===== config.mk =====
export PLATFORM = sky130hd
export DESIGN_NAME = inst_predecode
export DESIGN_NICKNAME = d
export VERILOG_FILES = /design/src/hdl/bpu_pkg.sv /design/src/hdl/inst_predecode.sv
export SDC_FILE = /design/constraint.sdc
export NUM_CORES = 1
export LEC_CHECK = 0
export BUFFER_PORTS_ARGS = -buffer_cell sky130_fd_sc_hd__buf_2
export CORE_UTILIZATION = 30
export DETAILED_ROUTE_END_ITERATION = 10
export GPL_ROUTABILITY_DRIVEN = 1
export PLACE_DENSITY = 0.86
export SETUP_SLACK_MARGIN = 0.3
export SYNTH_ARGS = -nofsm -noshare
export SYNTH_HDL_FRONTEND = slang
export SYNTH_SLANG_ARGS = --single-unit

===== constraint.sdc =====
create_clock -name vclk -period 1.6
set_input_delay 0.32 -clock vclk [all_inputs]
set_output_delay 0.32 -clock vclk [all_outputs]
set_load 0.005 [all_outputs]

===== src/hdl/bpu_pkg.sv =====
`default_nettype none

package bpu_pkg;

    localparam int xlen        = 32;

    // bimodal table, indexed by pc[9:1]
    localparam int bht_entries = 512;
    localparam int bht_idx_w   = 9;

    // btb, indexed by pc[9:2], tagged by pc[31:10]
    localparam int btb_entries = 256;
    localparam int btb_idx_w   = 8;
    localparam int btb_tag_w   = 22;

    localparam int ras_depth   = 32;
    localparam int ras_cnt_w   = 6;   // holds 0..32

    localparam logic [6:0] op_branch = 7'b1100011;
    localparam logic [6:0] op_jal    = 7'b1101111;
    localparam logic [6:0] op_jalr   = 7'b1100111;

    localparam logic [4:0] reg_ra = 5'd1;
    localparam logic [4:0] reg_t0 = 5'd5;

    typedef logic [1:0] ctr_t;   // 2-bit saturating counter

    localparam ctr_t ctr_weak_nt = 2'b01;

    typedef struct packed {
        logic       imm12;
        logic [5:0] imm10_5;
        logic [4:0] rs2;
        logic [4:0] rs1;
        logic [2:0] funct3;
        logic [3:0] imm4_1;
        logic       imm11;
        logic [6:0] opcode;
    } b_fmt_t;

    // upper 12 bits {imm20, imm10_1, imm11} double as the i-type imm12
    typedef struct packed {
        logic       imm20;
        logic [9:0] imm10_1;
        logic       imm11;
        logic [7:0] imm19_12;
        logic [4:0] rd;
        logic [6:0] opcode;
    } j_fmt_t;

    typedef union packed {
        b_fmt_t b;
        j_fmt_t j;
    } inst_word_u;

endpackage

`default_nettype wire

===== src/hdl/inst_predecode.sv =====
`timescale 1ns/1ps
`default_nettype none

module inst_predecode (
    input  bpu_pkg::inst_word_u      inst_i,
    output logic                     is_branch_o,
    output logic                     is_jal_o,
    output logic                     is_jalr_o,
    output logic                     is_ret_o,
    output logic [bpu_pkg::xlen-1:0] b_imm_o,
    output logic [bpu_pkg::xlen-1:0] j_imm_o
);
    import bpu_pkg::*;

    logic [11:0] i_imm;     // bits 31:20 as an i-type immediate
    logic        link_src;  // rs1 is ra or t0

    assign is_branch_o = (inst_i.b.opcode == op_branch);
    assign is_jal_o    = (inst_i.b.opcode == op_jal);
    assign is_jalr_o   = (inst_i.b.opcode == op_jalr);

    assign i_imm    = {inst_i.j.imm20, inst_i.j.imm10_1, inst_i.j.imm11};
    assign link_src = (inst_i.b.rs1 == reg_ra) || (inst_i.b.rs1 == reg_t0);

    // jalr x0, 0(ra|t0)
    assign is_ret_o = is_jalr_o && (inst_i.j.rd == 5'd0) && link_src && (i_imm == 12'd0);

    // sign-extended offsets, bit 0 always zero
    assign b_imm_o = {{20{inst_i.b.imm12}}, inst_i.b.imm11, inst_i.b.imm10_5,
                      inst_i.b.imm4_1, 1'b0};
    assign j_imm_o = {{12{inst_i.j.imm20}}, inst_i.j.imm19_12, inst_i.j.imm11,
                      inst_i.j.imm10_1, 1'b0};

endmodule

`default_nettype wire


==> results.ini <==
[routing]
remaining_antenna_violation_count=0
route.vias.total=505
remaining_drc_errors=0
detailedRoute.firstIterationViolations=1
wl_per_cell_um=9.35
detail_route.vias_per_cell=3.74
drt-pass1-iter-count=2
routed_wirelength_um=1260

[power_and_ir_drop]
power.share.sequential_pct=0
intPower_uw=91.4
power_switching_uw=73.8
irDropWorstVdd_mv=0.0974
report.power.total_uw=165
swShare_pct=44.7
power_leakage_nw=0.426
clock_power_share_pct=0
comb_power_share_pct=100.0
p_per_area_nw_per_um2=237

[worst_hold_path]
timing.hold.worst_path_depth=0
worst_hold_path_type=in2out
hold_path_startpoint=inst_i[14]
worstHoldEndpoint=j_imm_o[14]

[timing]
max_clock_freq_mhz=718
finalHoldViolations=0
layout_worst_path_cycle_share_pct=87.1
setup_ws_ps=207
finalSetupViolCount=0
setup_total_negative_slack_ps=0
grt_setup_unrepaired=true
final_max_slew_viol_count=0
finalWorstPathRequiredPeriod_ps=1390
hold_ws_ps=640

[global_routing]
grt_use_total_pct=8.66
number_of_global_route_vias_before_repair=326
first_pass_grt_wire_length_um=1400
grt.overflow.total=0
grt_antenna_before_repair=0
maximum_number_of_pins_on_one_net_before_global_route_repair=33

[worst_setup_path]
path_max_fanout=2
required_ps=1280
cp_top_family=simple AND/OR/NAND/NOR gates
setup.worst_path.end_class=output pin
crit_type=in2out
cp_cell_sequence=buf_6, and3b_2, nand4_1, nor3_2, buf_2
critical_path.slowest_cell=and3b_2
arrival_ps=1070
worst_path_largest_cell_delay_ps=240
setup.worst_path.start_class=input port
critical_path_depth=5
timing.critical_path.buf_inv=2

[placement]
dp_slack_ps=122
globalplace.congestion=0.717
sum_of_net_half_perimeters_after_detailed_placement_um=1040
port_buffers=90

[final_layout]
flip_flop_and_latch_count=0
nets=144
finalCoreUtilization_pct=38.6
area_growth_pct=15.6
final.clkbuf_count=0
fillerInstances=200
post_route_cells_drive_above_1_share_pct=90.0
seq_area_um2=0
diodes=0

[logic_synthesis]
mappedNetlistArea_um2=602
post_synth_inst_count=82
synthesis.yosys.warnings=0
yosys.cell_types.count=14
ys_seq_area_share_pct=0
post_synth.cell_area_avg_um2=7.34

[status]
outcome=finished, final reports clean

[floorplanning]
core_region_area_um2=1800
row_count=15
die_h_um=46.8
ios=100
initial_utilization_pct=33.4
dieArea_um2=2190
die_width_um=46.8

[clock_tree]
cts.repair_timing.setup_buffer_count=0
cts_hold_repair.buffers=0

[flow_run]
maximum_capacitance_violations=0

-- synthesized netlist by cell type, drive strengths merged --
library cell / count / share of area (%)
and3b: 1 / 1.5
nand4: 2 / 2.1
nor3: 3 / 3.3
nand2: 2 / 1.2
nor4: 3 / 5.2
inv: 1 / 0.62
conb: 1 / 0.62
nor4b: 1 / 2.5
buf: 64 / 80
nor2: 2 / 1.2
nor2b: 1 / 1.0
nand3: 1 / 0.83
-- timing repair --
| action | CTS | global route |
|---|---|---|
| pin swaps | 6 | 4 |
| resized for setup | 11 | 4 |
| endpoints found under the setup margin | 2 | 3 |
-- power groups by stage --
stage / Sequential (mW) / Clock, mW / Combinational [mW]
after floorplan: 0 / 0 / 0.138
after global placement: 0 / 0 / 0.144
after detailed placement: 0 / 0 / 0.147
after CTS: 0 / 0 / 0.163
after global routing: 0 / 0 / 0.185
final: 0 / 0 / 0.165
-- cells in the final DEF, fill, tap and decap left out --
| cell type | instances |
|---|---|
| buf_4 | 1 |
| nor4_2 | 1 |
| nand2_1 | 2 |
| nand4_1 | 2 |
| inv_1 | 1 |
| buf_2 | 84 |
| nor4_4 | 2 |
| nor2_1 | 2 |
| nor4b_4 | 1 |
| nand3_2 | 1 |
| nor3_1 | 1 |
| nor2b_1 | 1 |
| buf_6 | 6 |
| conb_1 | 2 |
| and3b_2 | 1 |
| nor3_2 | 2 |
-- cell families (layout without fill, tap and decap cells) --
| group | Yosys count | in the layout | synth area share (%) |
|---|---|---|---|
| other | 1 | 2 | 0.623 |
| buffers and inverters | 65 | 92 | 80.5 |
| and+or+nand+nor | 16 | 16 | 18.9 |
-- through the flow --
stage,instances,instance area [µm²]
2_1_floorplan,83,606
3_3_place_gp,135,614
3_5_place_dp,135,614
4_1_cts,135,676
5_1_grt,135,696
6_report,135,696
-- routing by layer --
layer,global-route usage (%),vias to the layer above,part of all wire (%)
li1,-,253,-
met1,9.66,211,31
met2,18.6,41,58
met3,0,0,12
met4,0.571,0,0
met5,0,-,0
-- cell type report --
cell class | instances | area [µm²] | area share [%]
repair buffers | 91 | 495 | 71.2
multi-input cells | 18 | 165 | 23.7
well taps | 25 | 31.3 | 4.50
inverters | 1 | 3.75 | 0.540
-- how the worst max path moves through the flow --
stage	startpoint	endpoint	slack [ps]
after floorplan	inst_i[24]	is_ret_o	420
after global placement	inst_i[24]	is_ret_o	110
after detailed placement	inst_i[24]	is_ret_o	120
after CTS	inst_i[19]	is_ret_o	210
after global routing	inst_i[29]	is_ret_o	100
final	inst_i[4]	is_ret_o	210
Note: power is estimated with default switching activity, not from simulation.
