--- src/hdl/bpu_pkg.sv ---
`default_nettype none

package bpu_pkg;

    localparam int xlen        = 32;

    // bimodal table, indexed by pc[9:1]
    localparam int bht_entries = 512;
    localparam int bht_idx_w   = 9;

    // btb, indexed by pc[9:2], tagged by pc[31:10]
    localparam int btb_entries = 256;
    localparam int btb_idx_w   = 8;
    localparam int btb_tag_w   = 22;

    localparam int ras_depth   = 32;
    localparam int ras_cnt_w   = 6;   // holds 0..32

    localparam logic [6:0] op_branch = 7'b1100011;
    localparam logic [6:0] op_jal    = 7'b1101111;
    localparam logic [6:0] op_jalr   = 7'b1100111;

    localparam logic [4:0] reg_ra = 5'd1;
    localparam logic [4:0] reg_t0 = 5'd5;

    typedef logic [1:0] ctr_t;   // 2-bit saturating counter

    localparam ctr_t ctr_weak_nt = 2'b01;

    typedef struct packed {
        logic       imm12;
        logic [5:0] imm10_5;
        logic [4:0] rs2;
        logic [4:0] rs1;
        logic [2:0] funct3;
        logic [3:0] imm4_1;
        logic       imm11;
        logic [6:0] opcode;
    } b_fmt_t;

    // upper 12 bits {imm20, imm10_1, imm11} double as the i-type imm12
    typedef struct packed {
        logic       imm20;
        logic [9:0] imm10_1;
        logic       imm11;
        logic [7:0] imm19_12;
        logic [4:0] rd;
        logic [6:0] opcode;
    } j_fmt_t;

    typedef union packed {
        b_fmt_t b;
        j_fmt_t j;
    } inst_word_u;

endpackage

`default_nettype wire
--- src/hdl/next_pc_select.sv ---
`timescale 1ns/1ps
`default_nettype none

module next_pc_select (
    input  logic [bpu_pkg::xlen-1:0] pc_i,
    input  logic                     is_branch_i,
    input  logic                     is_jal_i,
    input  logic                     is_jalr_i,
    input  logic                     is_ret_i,
    input  logic [bpu_pkg::xlen-1:0] b_imm_i,
    input  logic [bpu_pkg::xlen-1:0] j_imm_i,
    input  logic                     bht_taken_i,
    input  logic                     btb_hit_i,
    input  logic [bpu_pkg::xlen-1:0] btb_target_i,
    input  logic                     ras_valid_i,
    input  logic [bpu_pkg::xlen-1:0] ras_top_i,
    output logic                     branch_or_not_o,
    output logic                     pdt_res_o,
    output logic [bpu_pkg::xlen-1:0] pdt_pc_o
);
    import bpu_pkg::*;

    logic [xlen-1:0] seq_pc;

    assign seq_pc = pc_i + xlen'(4);

    assign branch_or_not_o = is_branch_i || is_jal_i || is_jalr_i;

    always_comb begin
        pdt_res_o = 1'b0;
        pdt_pc_o  = seq_pc;

        if (is_ret_i) begin
            // empty stack falls through
            if (ras_valid_i) begin
                pdt_res_o = 1'b1;
                pdt_pc_o  = ras_top_i;
            end
        end else if (is_jal_i) begin
            pdt_res_o = 1'b1;   // unconditional
            pdt_pc_o  = btb_hit_i ? btb_target_i : pc_i + j_imm_i;
        end else if (is_branch_i || is_jalr_i) begin
            pdt_res_o = bht_taken_i;
            if (bht_taken_i) begin
                if (btb_hit_i) begin
                    pdt_pc_o = btb_target_i;
                end else if (is_branch_i) begin
                    pdt_pc_o = pc_i + b_imm_i;
                end
                // indirect jalr with no btb entry keeps seq_pc
            end
        end
    end

endmodule

`default_nettype wire

--- config.mk ---
export PLATFORM = sky130hd
export DESIGN_NAME = next_pc_select
export DESIGN_NICKNAME = d
export VERILOG_FILES = /design/src/hdl/bpu_pkg.sv /design/src/hdl/next_pc_select.sv
export SDC_FILE = /design/constraint.sdc
export NUM_CORES = 1
export LEC_CHECK = 0
export ABC_AREA = 1
export BUFFER_PORTS_ARGS = -buffer_cell sky130_fd_sc_hd__buf_2
export CAP_MARGIN = 20
export CORE_MARGIN = 10
export CORE_UTILIZATION = 56
export DETAILED_ROUTE_END_ITERATION = 16
export GPL_TIMING_DRIVEN = 0
export PLACE_DENSITY = 0.85
export SYNTH_ARGS = -nofsm -noshare
export SYNTH_HDL_FRONTEND = slang
export SYNTH_SLANG_ARGS = --single-unit
export TNS_END_PERCENT = 10
--- constraint.sdc ---
create_clock -name vclk -period 3.05
set_input_delay 0.4575 -clock vclk [all_inputs]
set_output_delay 0.4575 -clock vclk [all_outputs]
set_load 0.02 [all_outputs]
==> qor.yml <==
run_status:
  status: "finished, violations left"
  violations: "negative setup slack"
synthesis:
  synthMuxAreaShare: 0
  synthTopCellsByCount: "559 x nand2_1, 195 x inv_1, 120 x nor2_1"
  syn-num-nets: 1665
  synth_compound_area_frac: 0.189
  synth_cell_types: 49
  synthMostInstantiatedCell: "nand2_1"
  ys_warn_count: 0
  synth_xor_area_frac: 0.0411
  yosys.area_share.simple: 0.526
  synth_top_family_by_area: "simple AND/OR/NAND/NOR gates"
  syn_area_per_cell_um2: 4.87
  synth_largest_area_cell: "nand2_1"
  ys_seq_area_frac: 0
  synth_fa_ha_area_frac: 0.119
  synth_top_area_share: 0.301
  syn_area_um2: 6980
  synth.area.top_cells: "nand2_1 30%, ha_1 11%, inv_1 10%, nand3_1 8.3%, a21oi_1 8.0%"
  synth_cells: 1433
sta:
  slew_headroom: 0.367
  setup_viol: 5
  worst_pin_slew_ns: 0.946
  period_share: 1.04
  post-route-min-period_ns: 3.16
  finalHoldViolCount: 0
  rsz0062_at_grt: "true"
  hold_ws_ns: 1.25
  setup_ws_ns: -0.112
  finalMaxSlewViolations: 0
  fmax_ghz: 0.316
place:
  portBuffers: 199
  post-dp-hpwl_mm: 28.5
  post-place-ws_ns: -0.327
  place_congestion: 1.07
  place_area_um2: 8180
floorplan:
  core_um2: 12100
  die_w_um: 132
  die_h_um: 132
  io_pins: 201
  row_count: 40
  start_util: 0.576
  die_area_um2: 17300
layout:
  final_cell_area_um2: 9180
  num_antenna_cells: 0
  drive_gt1_frac: 0.252
  seq_cells: 0
  fin_nets: 1879
  clock_buffers: 0
  seqCellArea_um2: 0
  syn2layout_area_growth_pct: 31.6
critical_path:
  worst-endpoint-required_ns: 2.59
  crit_start: "pc_i[3]"
  crit_path_start_kind: "input pin"
  endpoint: "pdt_pc_o[10]"
  worstPathMaxFanout: 5
  crit_type: "in2out"
  worstPathArrival_ns: 2.70
  cp_common_cell: "nand2_1"
  slowest_delay_ns: 0.35
  critPathSlowestCell: "ha_2"
  crit_chain: "buf_2 > ha_2 > nand2_1 > nand2_1 > nand2_1 > nand3_4 > nand2_1 > nand2_2 > a21oi_1 > o21ai_0 > nand2_1 > nand3_1 > a21oi_1 > buf_2"
  end_kind: "output pin"
power_and_ir_drop:
  p_leak_uw: 0.00486
  power_density_nw_per_um2: 201
  irDropWorstVdd_v: 0.000157
hold_path:
  min_path_type: "in2out"
  hold_depth: 4
detailed_routing:
  routed_wl_mm: 36.6
  first_pass_iters: 11
  avgViaCountPerCell: 6.24
  routedWlPerCell_um: 20.2
  num_vias: 11300
  ant_nets: 0
  drc: 0
  first_iter_violations: 1790
global_route:
  grt_pass1_vias: 9769
  track_usage: 0.355
  gr-total-overflow: 0
  grt_pass1_wl_mm: 50.8
  grt_max_degree: 11
  antenna_found_initial: 0
run:
  maxCapViolCount: 0
clocking:
  cts_hold_buf: 0
-- how the worst min path moves through the flow --
stage,start,end,slack (ns)
2_1_floorplan,is_jalr_i,branch_or_not_o,1.09
3_5_place_dp,is_jalr_i,branch_or_not_o,1.27
5_1_grt,ras_top_i[28],pdt_pc_o[28],1.29
6_report,ras_top_i[28],pdt_pc_o[28],1.25
3_3_place_gp,ras_top_i[9],pdt_pc_o[9],1.26
4_1_cts,ras_top_i[28],pdt_pc_o[28],1.25
-- cell families (layout without fill, tap and decap cells) --
| family | count (synthesis) | after routing |
|---|---|---|
| AO/OA/AOI/OAI | 236 | 236 |
| XOR/XNOR | 31 | 31 |
| adder cells (fa/ha/maj) | 65 | 65 |
| buffers and inverters | 231 | 443 |
| AND/OR/NAND/NOR | 870 | 870 |
-- report_power, final --
part / switching [uW] / internal (uW) / leakage, uW
clock: 0 / 0 / 0
sequential: 0 / 0 / 0
combinational: 1210 / 643 / 0.00486
-- repair_timing --
action | CTS | global route
pin swaps | 2 | 21
gates cloned | 0 | 0
resized for setup | 31 | 198
setup buffers | 0 | 13
endpoints found under the setup margin | 18 | 26
-- placed cells by master, fill, tap and decap left out, types with 19 or more instances in the layout --
cell type | netlist | final
nor2_1 | 120 | 95
a22oi_1 | 26 | 26
ha_1 | 63 | 23
ha_4 | 0 | 27
buf_4 | 0 | 21
nand2_1 | 559 | 521
buf_2 | 5 | 187
nand2_2 | 2 | 39
a21oi_1 | 112 | 81
inv_1 | 195 | 191
nand4_1 | 19 | 19
o21ai_0 | 65 | 56
nand3_1 | 115 | 109
a21oi_2 | 0 | 28
nor2_2 | 5 | 21
-- area by class of cell --
class	instances	area, um2
repair buffers	212	1150
well taps	168	210
multi-input cells	1202	6950
plain buffers	27	110
fillers	1117	2930
inverters	204	766
-- layer usage --
layer / GRT usage / vias up / share of wire
met2: 0.534 / 1100 / 0.40
met1: 0.462 / 4847 / 0.36
met5: 0 / - / 0
met4: 0.182 / 0 / 0.081
li1: - / 5086 / -
met3: 0.0785 / 275 / 0.16
-- stage by stage --
stage	power [uW]	instances	TNS, ns	utilization
after global placement	1480	1800	-1.62	0.676
final	1850	1813	-0.296	0.758
after global routing	1970	1813	-1.09	0.758
after floorplan	977	1433	0	-
after detailed placement	1490	1800	-2.09	0.676
after CTS	1520	1800	-0.209	0.683
-- critical path, delay by kind of cell --
kind / cells / cell delay (ns)
AO/OA/AOI/OAI: 3 / 0.53
AND/OR/NAND/NOR: 8 / 0.92
adder cells (fa/ha/maj): 1 / 0.35
buffers and inverters: 2 / 0.42
Note: power is estimated with default switching activity, not from simulation.
