==> src/hdl/bpu_pkg.sv <==
`default_nettype none

package bpu_pkg;

    localparam int xlen        = 32;

    // bimodal table, indexed by pc[9:1]
    localparam int bht_entries = 512;
    localparam int bht_idx_w   = 9;

    // btb, indexed by pc[9:2], tagged by pc[31:10]
    localparam int btb_entries = 256;
    localparam int btb_idx_w   = 8;
    localparam int btb_tag_w   = 22;

    localparam int ras_depth   = 32;
    localparam int ras_cnt_w   = 6;   // holds 0..32

    localparam logic [6:0] op_branch = 7'b1100011;
    localparam logic [6:0] op_jal    = 7'b1101111;
    localparam logic [6:0] op_jalr   = 7'b1100111;

    localparam logic [4:0] reg_ra = 5'd1;
    localparam logic [4:0] reg_t0 = 5'd5;

    typedef logic [1:0] ctr_t;   // 2-bit saturating counter

    localparam ctr_t ctr_weak_nt = 2'b01;

    typedef struct packed {
        logic       imm12;
        logic [5:0] imm10_5;
        logic [4:0] rs2;
        logic [4:0] rs1;
        logic [2:0] funct3;
        logic [3:0] imm4_1;
        logic       imm11;
        logic [6:0] opcode;
    } b_fmt_t;

    // upper 12 bits {imm20, imm10_1, imm11} double as the i-type imm12
    typedef struct packed {
        logic       imm20;
        logic [9:0] imm10_1;
        logic       imm11;
        logic [7:0] imm19_12;
        logic [4:0] rd;
        logic [6:0] opcode;
    } j_fmt_t;

    typedef union packed {
        b_fmt_t b;
        j_fmt_t j;
    } inst_word_u;

endpackage

`default_nettype wire
==> src/hdl/bpu_update_if.sv <==
`timescale 1ns/1ps
`default_nettype none

// one resolved branch from EX, consumed in the cycle valid is high
interface bpu_update_if;
    import bpu_pkg::*;

    logic            valid;
    logic            taken;   // actual direction
    logic [xlen-1:0] pc;      // pc of the resolved branch
    logic [xlen-1:0] target;  // actual target

    modport src (
        output valid, taken, pc, target
    );

    modport tbl (
        input valid, taken, pc, target
    );

endinterface

`default_nettype wire

==> src/hdl/bimodal_table.sv <==
`timescale 1ns/1ps
`default_nettype none

module bimodal_table (
    input  logic                     clk,
    input  logic                     rst,
    input  logic [bpu_pkg::xlen-1:0] pc_i,
    bpu_update_if.tbl                upd,
    output logic                     taken_o
);
    import bpu_pkg::*;

    ctr_t                 ctr_q [bht_entries];
    logic [bht_idx_w-1:0] rd_idx;
    logic [bht_idx_w-1:0] wr_idx;
    ctr_t                 wr_ctr;

    assign rd_idx = pc_i[bht_idx_w:1];    // halfword granularity
    assign wr_idx = upd.pc[bht_idx_w:1];
    assign wr_ctr = ctr_q[wr_idx];

    assign taken_o = ctr_q[rd_idx][1];    // msb gives the direction

    always_ff @(posedge clk or posedge rst) begin
        if (rst) begin
            for (int i = 0; i < bht_entries; i++) begin
                ctr_q[i] <= ctr_weak_nt;
            end
        end else if (upd.valid) begin
            if (upd.taken) begin
                if (wr_ctr != 2'b11) begin
                    ctr_q[wr_idx] <= wr_ctr + 2'd1;
                end
            end else begin
                if (wr_ctr != 2'b00) begin
                    ctr_q[wr_idx] <= wr_ctr - 2'd1;
                end
            end
        end
    end

endmodule

`default_nettype wire

==> src/flat_wrapper.sv <==
// flat-port wrapper written by rule: the top's interface ports become plain ports
module bimodal_table_flat import bpu_pkg::*;
  (clk, rst, pc_i, taken_o, upd_valid, upd_taken, upd_pc, upd_target);
  bpu_update_if upd_i ();
  input  logic clk;
  input  logic rst;
  input  logic [bpu_pkg::xlen-1:0] pc_i;
  output logic taken_o;
  input wire logic [$bits(upd_i.valid)-1:0] upd_valid;
  input wire logic [$bits(upd_i.taken)-1:0] upd_taken;
  input wire logic [$bits(upd_i.pc)-1:0] upd_pc;
  input wire logic [$bits(upd_i.target)-1:0] upd_target;
  assign upd_i.valid = upd_valid;
  assign upd_i.taken = upd_taken;
  assign upd_i.pc = upd_pc;
  assign upd_i.target = upd_target;
  bimodal_table u_core (.clk(clk), .rst(rst), .pc_i(pc_i), .upd(upd_i), .taken_o(taken_o));
endmodule
==> config.mk <==
export PLATFORM = sky130hd
export DESIGN_NAME = bimodal_table_flat
export DESIGN_NICKNAME = d
export VERILOG_FILES = /design/src/hdl/bpu_pkg.sv /design/src/hdl/bpu_update_if.sv /design/src/hdl/bimodal_table.sv /design/src/flat_wrapper.sv
export SDC_FILE = /design/constraint.sdc
export NUM_CORES = 2
export LEC_CHECK = 0
export BUFFER_PORTS_ARGS = -buffer_cell sky130_fd_sc_hd__buf_2
export CORE_UTILIZATION = 35
export DETAILED_ROUTE_END_ITERATION = 8
export PLACE_DENSITY = 0.47
export REMOVE_ABC_BUFFERS = 1
export SETUP_SLACK_MARGIN = 0.3
export SYNTH_ARGS = -nofsm -noshare
export SYNTH_HDL_FRONTEND = slang
export SYNTH_SLANG_ARGS = --single-unit
==> constraint.sdc <==
create_clock -name clk -period 33.9 [get_ports clk]
set_input_delay 1.695 -clock clk [delete_from_list [all_inputs] [get_ports clk]]
set_output_delay 1.695 -clock clk [all_outputs]
set_load 0.03 [all_outputs]
==> results.yml <==
yosys:
  yosysWarnings: 0
  synth.avg_cell_area_sq_um: 10.4
  synth_cell_types: 67
  synth.yosys.seq_area_share: 0.513
  ys.flop_type: "dfstp_2"
  syn-cell-area_sq_mm: 0.0512
  async_flop_share: 1.00
  netlist_instances: 4912
  synth_edf_count: 0
  ys_ff_latch: 1024
drt:
  drtIter0Drc: 3130
  route.vias.total: 38100
  wl_um: 180000
  first_pass_iters: 5
  drc: 0
  wire_per_inst_um: 26.4
  drtAntennaViolNets: 0
  vias_per_cell: 5.59
placement:
  dp.cells: 6593
  pre_cts_ws_ps: 24110
  dp_hpwl_um: 112000
  gp_congestion: 0.837
  io_buffers: 22
sta:
  min_period_ps: 9020
  setup_tns_ps: 0
  hold_viol: 0
  fmax_ghz: 0.111
  drv_slew: 0
  slew_headroom: 0.124
  grt_setup_unrepaired: "false"
  worst_pin_slew_ps: 1280
  finalClockSkew_ps: 53.1
  setup_ws_ps: 24880
  final.period_utilization: 0.266
  finalSetupViolCount: 0
floorplan:
  design.die.area_sq_mm: 0.148
  coreArea_sq_mm: 0.144
  io_pins: 101
  start_util: 0.355
  rows: 139
  chipWidth_um: 384
  dieHeight_um: 384
grt:
  grt_pass1_wl_um: 269000
  grtUsageTotal: 0.247
  antenna_found_initial: 7
  first_global_vias: 37900
  grt_max_degree: 226
  overflow: 0
cts:
  cts_tree: "built"
  clock-sinks: 1024
  post_cts_resized: 0
  cts_hold_buf: 0
  clkTransAtPathRegs_ps: 60
  h-tree-depth: 3
  cts_setup_buffers: 0
  clk_latency_ps: 770
  cts_buffers: 118
  cts_max_path_buffers: 3
  ctsRootBufferMaster: "clkbuf_16"
critical_path:
  cp-start-kind: "input port"
  slowest_stage: "or4_4"
  crit_top_cell: "buf_4"
  slowest_delay_ps: 960
  cp.required_ps: 34470
  crit_type: "in -> reg"
  path_cells: "buf_8, buf_4, buf_4, mux4_2, nand3_1, nand4_1, o22ai_1, nand4_1, or4_4, or2_2, ha_1, mux2i_1, and2_1, nand3_1, nor2_4, buf_4, nand2_1, nand2_1, o21ai_0"
  worstPathMaxFanout: 65
  worstPathArrival_ps: 9590
  endpoint_kind: "flip-flop"
cells_and_area:
  nNetsFinal: 4912
  areaGrowthSynthToFinish_pct: 11.5
  multiInputGateArea_sq_mm: 0.0234
  instances_no_fill: 6822
  register_area_sq_mm: 0.0263
  fillers: 14100
  drive_above_1_share: 0.248
outcome:
  outcome: "finished, final reports clean"
power:
  p_leak_nw: 21.5
  p_per_area_mw_per_mm2: 50.2
  peakVddDrop_v: 0.0000458
hold_path:
  min_path_type: "reg -> reg"
job:
  maxCapViolations: 0
## area by class of cell
class | count | area share
multi-input combinational | 3522 | 0.410
inverter | 18 | 0.00136
clock inverter | 34 | 0.00721
antenna | 6 | 0.000263
clock buffer | 189 | 0.0615
tap | 1903 | 0.0417
timing repair buffer | 126 | 0.0176
sequential | 1024 | 0.460
## layout by cell type, fill, tap and decap left out, drive strengths merged, types with 4 or more instances in the layout
master | netlist | layout
nand2 | 1585 | 1585
o21ai | 1032 | 1032
dfstp | 512 | 512
dfrtp | 512 | 512
mux4 | 351 | 351
clkbuf | 220 | 189
mux2i | 147 | 147
buf | 128 | 126
nor2 | 76 | 76
o221ai | 60 | 60
a21oi | 43 | 43
o22ai | 36 | 36
clkinv | 3 | 26
nand3 | 20 | 20
inv | 15 | 19
mux2 | 18 | 18
a22oi | 14 | 14
o211ai | 14 | 14
nor3 | 14 | 14
nor2b | 9 | 9
nand2b | 9 | 9
a31oi | 8 | 8
nor4 | 8 | 8
bufinv | 0 | 7
diode | 0 | 6
nand4 | 6 | 6
a211oi | 5 | 5
and2 | 4 | 4
or2 | 4 | 4
nor3b | 4 | 4
a311oi | 4 | 4
## Yosys cell counts (all sizes together), types with 4 or more instances
master | number | area [sq um]
nand2 | 1585 | 5950
mux4 | 351 | 7960
or2 | 4 | 25.0
o21ai | 1032 | 5160
nor4 | 8 | 50.1
and2 | 4 | 25.0
mux2 | 18 | 203
mux2i | 147 | 1470
a31oi | 8 | 50.1
o221ai | 60 | 526
dfrtp | 512 | 12800
a211oi | 5 | 42.5
nor2b | 9 | 56.3
a21oi | 43 | 215
o211ai | 14 | 105
nor2 | 76 | 285
buf | 128 | 771
nand2b | 9 | 56.3
dfstp | 512 | 13500
nand3 | 20 | 100
inv | 15 | 56.3
nand4 | 6 | 37.5
clkbuf | 220 | 826
a22oi | 14 | 105
o22ai | 36 | 225
a311oi | 4 | 35.0
nor3 | 14 | 70.1
nor3b | 4 | 30.0
## cell families after synthesis
| family | share of synthesized area |
|---|---|
| and+or+nand+nor | 0.134 |
| AOI/OAI and AO/OA | 0.132 |
| DFF | 0.513 |
| muxes | 0.188 |
| buffers and inverters | 0.0325 |
| adders and majority gates | 0.000489 |
| xor gates and xnor gates | 0.000171 |
## worst max-delay path, delay by kind of cell
kind	cells	cell delay (ps)
simple gates	10	3990
buf+inv	4	2290
mux	2	820
compound gates	2	400
fa+ha+maj	1	180
## routing by layer
| layer | up-vias | GRT usage | part of all wire |
|---|---|---|---|
| li1 | 17300 | - | - |
| met1 | 19500 | 0.354 | 0.46 |
| met2 | 1017 | 0.386 | 0.46 |
| met3 | 228 | 0.0348 | 0.056 |
| met4 | 4 | 0.0732 | 0.026 |
| met5 | - | 0 | 0.00015 |
## power breakdown
group | switching, mW | internal, mW
registers | 0.0221 | 1.27
logic | 0.202 | 0.0713
clock network | 0.541 | 0.760
## worst paths after layout
path | startpoint | slack [ps] | to | cells after the start
setup / recovery | upd_pc[1] | 24880 | u_core.ctr_q[59]$_DFFE_PP0P_ | 19
hold / removal | flip-flop | 460 | flip-flop | 2
setup reg to reg | flip-flop | 26900 | u_core.ctr_q[59]$_DFFE_PP0P_ | 16
hold reg to reg | flip-flop | 460 | flip-flop | 2
max in group asynchronous | rst | 28470 | u_core.ctr_q[17]$_DFFE_PP0P_ | 7
min in group asynchronous | rst | 1030 | u_core.ctr_q[413]$_DFFE_PP0P_ | 2
## through the flow
stage,total power [mW],instance area (sq um),utilization,hold slack [ps]
detailed placement,1.59,53100,0.368,454
global placement,1.58,53100,0.368,449
finish,2.87,57100,0.395,460
global route,2.97,57100,0.395,475
floorplan,1.44,49600,-,441
CTS,2.90,57100,0.395,463
Note: power is estimated with default switching activity, not from simulation.
