==> src/hdl/bpu_pkg.sv <==
`default_nettype none

package bpu_pkg;

    localparam int xlen        = 32;

    // bimodal table, indexed by pc[9:1]
    localparam int bht_entries = 512;
    localparam int bht_idx_w   = 9;

    // btb, indexed by pc[9:2], tagged by pc[31:10]
    localparam int btb_entries = 256;
    localparam int btb_idx_w   = 8;
    localparam int btb_tag_w   = 22;

    localparam int ras_depth   = 32;
    localparam int ras_cnt_w   = 6;   // holds 0..32

    localparam logic [6:0] op_branch = 7'b1100011;
    localparam logic [6:0] op_jal    = 7'b1101111;
    localparam logic [6:0] op_jalr   = 7'b1100111;

    localparam logic [4:0] reg_ra = 5'd1;
    localparam logic [4:0] reg_t0 = 5'd5;

    typedef logic [1:0] ctr_t;   // 2-bit saturating counter

    localparam ctr_t ctr_weak_nt = 2'b01;

    typedef struct packed {
        logic       imm12;
        logic [5:0] imm10_5;
        logic [4:0] rs2;
        logic [4:0] rs1;
        logic [2:0] funct3;
        logic [3:0] imm4_1;
        logic       imm11;
        logic [6:0] opcode;
    } b_fmt_t;

    // upper 12 bits {imm20, imm10_1, imm11} double as the i-type imm12
    typedef struct packed {
        logic       imm20;
        logic [9:0] imm10_1;
        logic       imm11;
        logic [7:0] imm19_12;
        logic [4:0] rd;
        logic [6:0] opcode;
    } j_fmt_t;

    typedef union packed {
        b_fmt_t b;
        j_fmt_t j;
    } inst_word_u;

endpackage

`default_nettype wire
==> src/hdl/return_stack.sv <==
`timescale 1ns/1ps
`default_nettype none

module return_stack (
    input  logic                     clk,
    input  logic                     rst,
    input  logic                     push_i,
    input  logic [bpu_pkg::xlen-1:0] push_data_i,
    input  logic                     pop_i,
    input  logic                     stall_i,
    output logic                     valid_o,
    output logic [bpu_pkg::xlen-1:0] top_o
);
    import bpu_pkg::*;

    logic [xlen-1:0]      stack_q [ras_depth];
    logic [ras_cnt_w-1:0] cnt_q;      // number of live entries
    logic [ras_cnt_w-1:0] cnt_pop;    // count after the pop
    logic [ras_cnt_w-2:0] top_idx;
    logic                 do_pop;
    logic                 do_push;

    // pop first, then push into the freed slot
    assign do_pop  = pop_i && !stall_i && (cnt_q != '0);
    assign cnt_pop = do_pop ? cnt_q - ras_cnt_w'(1) : cnt_q;
    assign do_push = push_i && !stall_i && (cnt_pop < ras_cnt_w'(ras_depth));  // full drops

    // wraps to the last slot when empty, masked by valid_o
    assign top_idx = cnt_q[ras_cnt_w-2:0] - 1'b1;

    assign valid_o = (cnt_q != '0);
    assign top_o   = stack_q[top_idx];

    always_ff @(posedge clk or posedge rst) begin
        if (rst) begin
            cnt_q <= '0;
        end else begin
            cnt_q <= cnt_pop + {{(ras_cnt_w-1){1'b0}}, do_push};
        end
    end

    always_ff @(posedge clk) begin
        if (do_push) begin
            stack_q[cnt_pop[ras_cnt_w-2:0]] <= push_data_i;
        end
    end

    a_cnt_bound : assert property (
        @(posedge clk) disable iff (rst) cnt_q <= ras_cnt_w'(ras_depth)
    ) else $error("ras: occupancy above depth");

endmodule

`default_nettype wire

==> config.mk <==
export PLATFORM = sky130hd
export DESIGN_NAME = return_stack
export DESIGN_NICKNAME = d
export VERILOG_FILES = /design/src/hdl/bpu_pkg.sv /design/src/hdl/return_stack.sv
export SDC_FILE = /design/constraint.sdc
export NUM_CORES = 1
export LEC_CHECK = 0
export ABC_CLOCK_PERIOD_IN_PS = 14700
export BUFFER_PORTS_ARGS = -buffer_cell sky130_fd_sc_hd__buf_2
export CAP_MARGIN = 0
export CORE_AREA = 2 2 188 374
export DETAILED_ROUTE_END_ITERATION = 10
export DIE_AREA = 0 0 190 376
export HOLD_SLACK_MARGIN = 0.1
export PLACE_DENSITY = 0.76
export RECOVER_POWER = 100
export REMOVE_ABC_BUFFERS = 1
export SETUP_SLACK_MARGIN = 0.05
export SYNTH_ARGS = -nofsm -noshare
export SYNTH_HDL_FRONTEND = slang
export SYNTH_SLANG_ARGS = --single-unit
==> constraint.sdc <==
create_clock -name clk -period 14.7 [get_ports clk]
set_input_delay 2.205 -clock clk [delete_from_list [all_inputs] [get_ports clk]]
set_output_delay 2.205 -clock clk [all_outputs]
set_load 0.05 [all_outputs]
==> results of run 1 <==
-- tightest hold or removal path: cells and delay by family, from the launching register on --
family / cells / cell delay (ps)
xor+xnor: 2 / 330
flops: 1 / 490
-- sequential cells by signal, indices dropped and copies added, names as in the netlist --
| register | cells |
|---|---|
| cnt_q | 6 |
| stack_q | 1024 |
-- power groups by stage --
stage	clock network [W]	logic, W	registers, W
2_1_floorplan	0	0.00372	0.00358
3_3_place_gp	0	0.00403	0.00346
3_5_place_dp	0	0.00408	0.00347
4_1_cts	0.00226	0.00411	0.00340
5_1_grt	0.00235	0.00423	0.00342
6_report	0.00224	0.00403	0.00341
-- logic make-up (layout without fill, tap and decap cells) --
| logic type | Yosys count | in the layout | share of synthesized area, % |
|---|---|---|---|
| DFF | 1030 | 1030 | 77.03 |
| muxes | 355 | 355 | 16.85 |
| and+or+nand+nor | 143 | 143 | 1.600 |
| buffers and inverters | 104 | 275 | 1.535 |
| AOI/OAI and AO/OA | 95 | 95 | 2.614 |
| xor gates and xnor gates | 11 | 11 | 0.2776 |
| adders and majority gates | 3 | 3 | 0.09359 |
| other | 0 | 1 | 0 |
-- routing by layer --
layer | vias to the layer above | track usage (%)
li1 | 7619 | -
met1 | 10100 | 33.35
met2 | 1098 | 47.64
met3 | 276 | 4.619
met4 | 4 | 13.50
met5 | - | 0
-- worst paths after layout --
path,to,slack [ps],depth (start not counted)
worst min register to register,cnt_q[5],850,2
worst min-delay path,cnt_q[5],850,2
max in group asynchronous,cnt_q[2],12970,2
worst max register to register,stack_q[12][30],3950,9
min in group asynchronous,cnt_q[1],1520,2
worst max-delay path,top_o[25],3860,9
-- placed cells by master (no fill, tap or decap), drive strengths merged, types with 2 or more instances in the layout --
cell	count
nor2b	4
clkinv	29
xnor2	8
a21oi	6
nor3	16
nand3b	3
mux2i	98
a32oi	3
a32o	33
clkbuf	178
edfxtp	1024
o22ai	4
bufinv	11
buf	40
nor3b	2
xor2	3
mux4	256
nand2	83
o32ai	4
ha	3
nor2	21
inv	10
o21ai	6
dfrtp	6
nand2b	6
clkinvlp	7
a221oi	32
-- per-stage QoR --
| stage | hold WS, ps | utilization (%) | TNS [ps] | std cells |
|---|---|---|---|---|
| after floorplan | 683.9 | - | -3104310 | 1646 |
| after global placement | 817.3 | 60.85 | 0 | 2666 |
| after detailed placement | 808.3 | 60.85 | 0 | 2666 |
| after CTS | 825.9 | 64.76 | 0 | 2809 |
| after global routing | 895.6 | 64.13 | 0 | 2809 |
| final | 853.7 | 64.13 | 0 | 2810 |
-- cell type report --
| class | instances | area (um2) |
|---|---|---|
| timing repair buffer | 123 | 594.3 |
| multi-input combinational | 607 | 8647 |
| fill | 4387 | 24600 |
| clock buffer | 95 | 2122 |
| sequential | 1030 | 30900 |
| clock inverter | 48 | 555.5 |
| antenna | 1 | 2.502 |
| tap | 897 | 1122 |
| inverter | 9 | 33.78 |
==> impl_metrics.json, run 1 <==
{
  "run_status": "complete, but fails checks",
  "violations": "capacitance limit, slew limit",
  "critPathBufInv": 4,
  "final_cell_area_um2": 43980,
  "grt.overflow.total": 0,
  "rows": 136,
  "initialDrtViolationCount": 2182,
  "synth_edf_count": 1024,
  "hp-start": "cnt_q[5]",
  "cts.htree.levels": 3,
  "power.share.switching_pct": 36.68,
  "synth_ff_type": "edfxtp_1",
  "cts_resized": 0,
  "period_needed_ps": 10840,
  "wl_met2_um": 50900,
  "boundaryPins": 70,
  "viasPerCell": 6.796,
  "relSlewSlack_pct": -128.9,
  "max_freq_mhz": 92.26,
  "globalplace.congestion": 0.8510,
  "max-clock-path-buffers": 3,
  "crit_required_ps": 12490,
  "hpwlAfterDp_um": 50940,
  "p_leak_nw": 13.59,
  "crit_path_start": "cnt_q[0]",
  "ys_ff_latch": 1030,
  "p_per_area_nw_per_um2": 220.1,
  "power.share.clock_pct": 23.1,
  "antenna_found_initial": 3,
  "p_switching_w": 0.003549,
  "async_reset_ff_share_pct": 0.5825,
  "cts_sinks": 1030,
  "synth.most_common_cell": "edfxtp_1",
  "synthTopCellsByCount": "edfxtp_1 (1024), mux4_2 (256), mux2i_1 (98)",
  "final_max_slew_viol_count": 930,
  "hold_path.class": "reg2reg",
  "cp-start-kind": "flop",
  "crit_chain": "inv_1 -> ha_1 -> buf_4 -> buf_12 -> mux4_2 -> nand2_1 -> a32o_1 -> a221oi_2 -> buf_2",
  "insertion_delay_ps": 640,
  "drc": 0,
  "p_int_w": 0.006128,
  "yosysTopAreaCell": "edfxtp_1",
  "vdd_drop_max_mv": 0.2635,
  "reg2reg_from": "cnt_q[0]",
  "synth_top_area_share_pct": 76.66,
  "antenna_left": 0,
  "crit_arrival_ps": 8630,
  "wl_per_cell_um": 33.92,
  "layout_setup_ws_ps": 3861,
  "cts_root_buffer": "clkbuf_16",
  "pre_cts_ws_ps": 7287,
  "tightest_slew_ps": 3434,
  "ys_seq_area_share_pct": 77.03,
  "dpl-instance-area_um2": 41730,
  "synth.cell_area_um2": 40110,
  "clk_pin_slew_worst_paths_ps": 70,
  "grt_usage_pct": 27.43,
  "cts_made_buffers": 80,
  "critPathSlowestCell": "dfrtp_1",
  "die_x_um": 190,
  "pwr-share-comb_pct": 41.7,
  "skew_ps": 16.90,
  "maxCapViolCount": 45,
  "io_buffer_count": 69,
  "drive_above_1_share_pct": 23.95,
  "met1_length_um": 32070,
  "first_pass_iters": 5,
  "power_frac_seq_pct": 35.2,
  "period_share_pct": 73.73,
  "grt_max_degree": 144,
  "cts_tree": "built",
  "syn_to_final_growth_pct": 9.635,
  "core_area_um2": 68580,
  "die_h_um": 376,
  "hold_buffers": 0,
  "rsz0062_at_grt": "no",
  "vias": 19100,
  "top_layer_used": "met5",
  "postCtsSetupBuffers": 0,
  "synth_warnings": 0,
  "routed_wl_um": 95320,
  "grt_pass1_vias": 19960,
  "ys_types": 54,
  "yosys-top-cells-area": "edfxtp_1 (77%), mux4_2 (14%), mux2i_1 (2.4%)",
  "critPathTopFamily": "buffers and inverters",
  "power_w": 0.009678,
  "die-area_um2": 71440,
  "syn-instance-count": 1741,
  "wl_met3_um": 7607,
  "initial_core_util_pct": 58.49,
  "avgSynthCellArea_um2": 23.04,
  "setup_viol": 0,
  "setup.worst_path.class": "reg2out",
  "grt_first_pass_wirelength_um": 137100,
  "crit_fanout": 143,
  "cpPeakStageDelay_ps": 2220,
  "final_hold_viol_count": 0,
  "nNetsFinal": 1891,
  "critPathCaptureType": "output port"
}
Power figures use the tool's default switching activity.
==> inputs of run 2 (changes only) <==
- ABC_CLOCK_PERIOD_IN_PS: 14700 -> 11000
- clock period: 14.7 -> 11 ns (I/O delays scaled with it)
==> impl_metrics.json, run 2 (synthesized netlist as in run 1, its figures left out) <==
{
  "run_status": "complete, but fails checks",
  "violations": "capacitance limit, slew limit",
  "mostFrequentLayoutCells": "edfxtp_1 (1024), mux4_2 (256), clkbuf_1 (107), mux2i_1 (98), clkbuf_16 (84)",
  "grt_max_degree": 139,
  "skew_ps": 29.50,
  "cts_sinks": 1030,
  "cts.htree.levels": 3,
  "max_freq_mhz": 119.6,
  "vias": 19280,
  "grt_usage_pct": 27.58,
  "antenna_found_initial": 4,
  "initial_core_util_pct": 58.49,
  "cts_resized": 0,
  "layout_setup_ws_ps": 2641,
  "p_per_area_nw_per_um2": 295.1,
  "crit_fanout": 66,
  "hold_path.class": "reg2reg",
  "die-area_um2": 71440,
  "drive_above_1_share_pct": 23.91,
  "rows": 136,
  "final_cell_area_um2": 44030,
  "syn_to_final_growth_pct": 9.773,
  "hold_buffers": 0,
  "clk_pin_slew_worst_paths_ps": 70,
  "period_needed_ps": 8359,
  "setup.worst_path.class": "reg2out",
  "first_pass_iters": 6,
  "io_buffer_count": 69,
  "boundaryPins": 70,
  "max-clock-path-buffers": 3,
  "final_max_slew_viol_count": 1022,
  "final_common_cell": "edfxtp_1",
  "period_share_pct": 75.99,
  "insertion_delay_ps": 650,
  "die_h_um": 376,
  "antenna_left": 0,
  "instances_no_fill": 2820,
  "initialDrtViolationCount": 2193,
  "nNetsFinal": 1894,
  "largest_register_ffs": 1024,
  "vdd_drop_max_mv": 0.5855,
  "critPathCaptureType": "output port",
  "dpl-instance-area_um2": 41740,
  "tightest_slew_ps": 3655,
  "drc": 0,
  "final_hold_viol_count": 0,
  "viasPerCell": 6.836,
  "grt_pass1_vias": 20000,
  "die_x_um": 190,
  "relSlewSlack_pct": -145.6,
  "rsz0062_at_grt": "no",
  "dp.cells": 2667,
  "globalplace.congestion": 0.8436,
  "crit_required_ps": 9350,
  "grt.overflow.total": 0,
  "wl_per_cell_um": 33.93,
  "pre_cts_ws_ps": 5020,
  "postCtsSetupBuffers": 0,
  "cts_made_buffers": 82,
  "grt_first_pass_wirelength_um": 137400,
  "routed_wl_um": 95680,
  "cts_root_buffer": "clkbuf_16",
  "final_util_pct": 64.21,
  "setup_viol": 0,
  "n_fill_cell": 4327,
  "hpwlAfterDp_um": 51030,
  "cts_tree": "built",
  "cp-start-kind": "flop",
  "core_area_um2": 68580,
  "maxCapViolCount": 45,
  "power_w": 0.01299,
  "p_leak_nw": 13.60,
  "crit_arrival_ps": 6710
}
==> run 2: final timing paths <==
kind / start / to / slack, ps / depth (start not counted)
setup / recovery: cnt_q[0] / top_o[20] / 2640 / 8
hold / removal: cnt_q[5] / cnt_q[5] / 870 / 2
setup reg to reg: cnt_q[0] / stack_q[17][6] / 2700 / 8
hold reg to reg: cnt_q[5] / cnt_q[5] / 870 / 2
max in group asynchronous: rst / cnt_q[0] / 9830 / 2
min in group asynchronous: rst / cnt_q[5] / 960 / 2
==> run 2: power by group <==
group	internal [W]	switching, W
sequential	0.00445	0.0000990
combinational	0.00207	0.00336
clock	0.00167	0.00134
==> run 2: layout make-up <==
type / count / area [um2] / area share (%)
timing repair buffer: 124 / 556.8 / 1.264
tap: 897 / 1122 / 2.549
multi-input combinational: 607 / 8682 / 19.72
clock inverter: 54 / 583.1 / 1.324
inverter: 9 / 33.78 / 0.07672
antenna: 3 / 7.507 / 0.01705
sequential: 1030 / 30900 / 70.18
clock buffer: 96 / 2147 / 4.876
==> run 2: critical path: stages, from the launching register on <==
cell and delay, ps:
dfrtp_1 1510, inv_1 380, ha_4 930, clkbuf_2 1460
mux4_2 470, mux2i_1 130, a32o_1 290, a221oi_2 240
clkbuf_1 520
==> run 2: metal layers <==
layer	wire length [um]	track usage, %
met3	7936	5.001
met4	4312	11.99
met5	23	0
met2	50560	47.53
met1	32840	34.40
==> run 2: metrics by stage <==
step | hold WS [ps] | setup TNS [ps]
6_report | 865.8 | 0
5_1_grt | 882.0 | 0
4_1_cts | 855.8 | 0
3_5_place_dp | 840.4 | 0
3_3_place_gp | 830.1 | 0
2_1_floorplan | 683.9 | -7014500
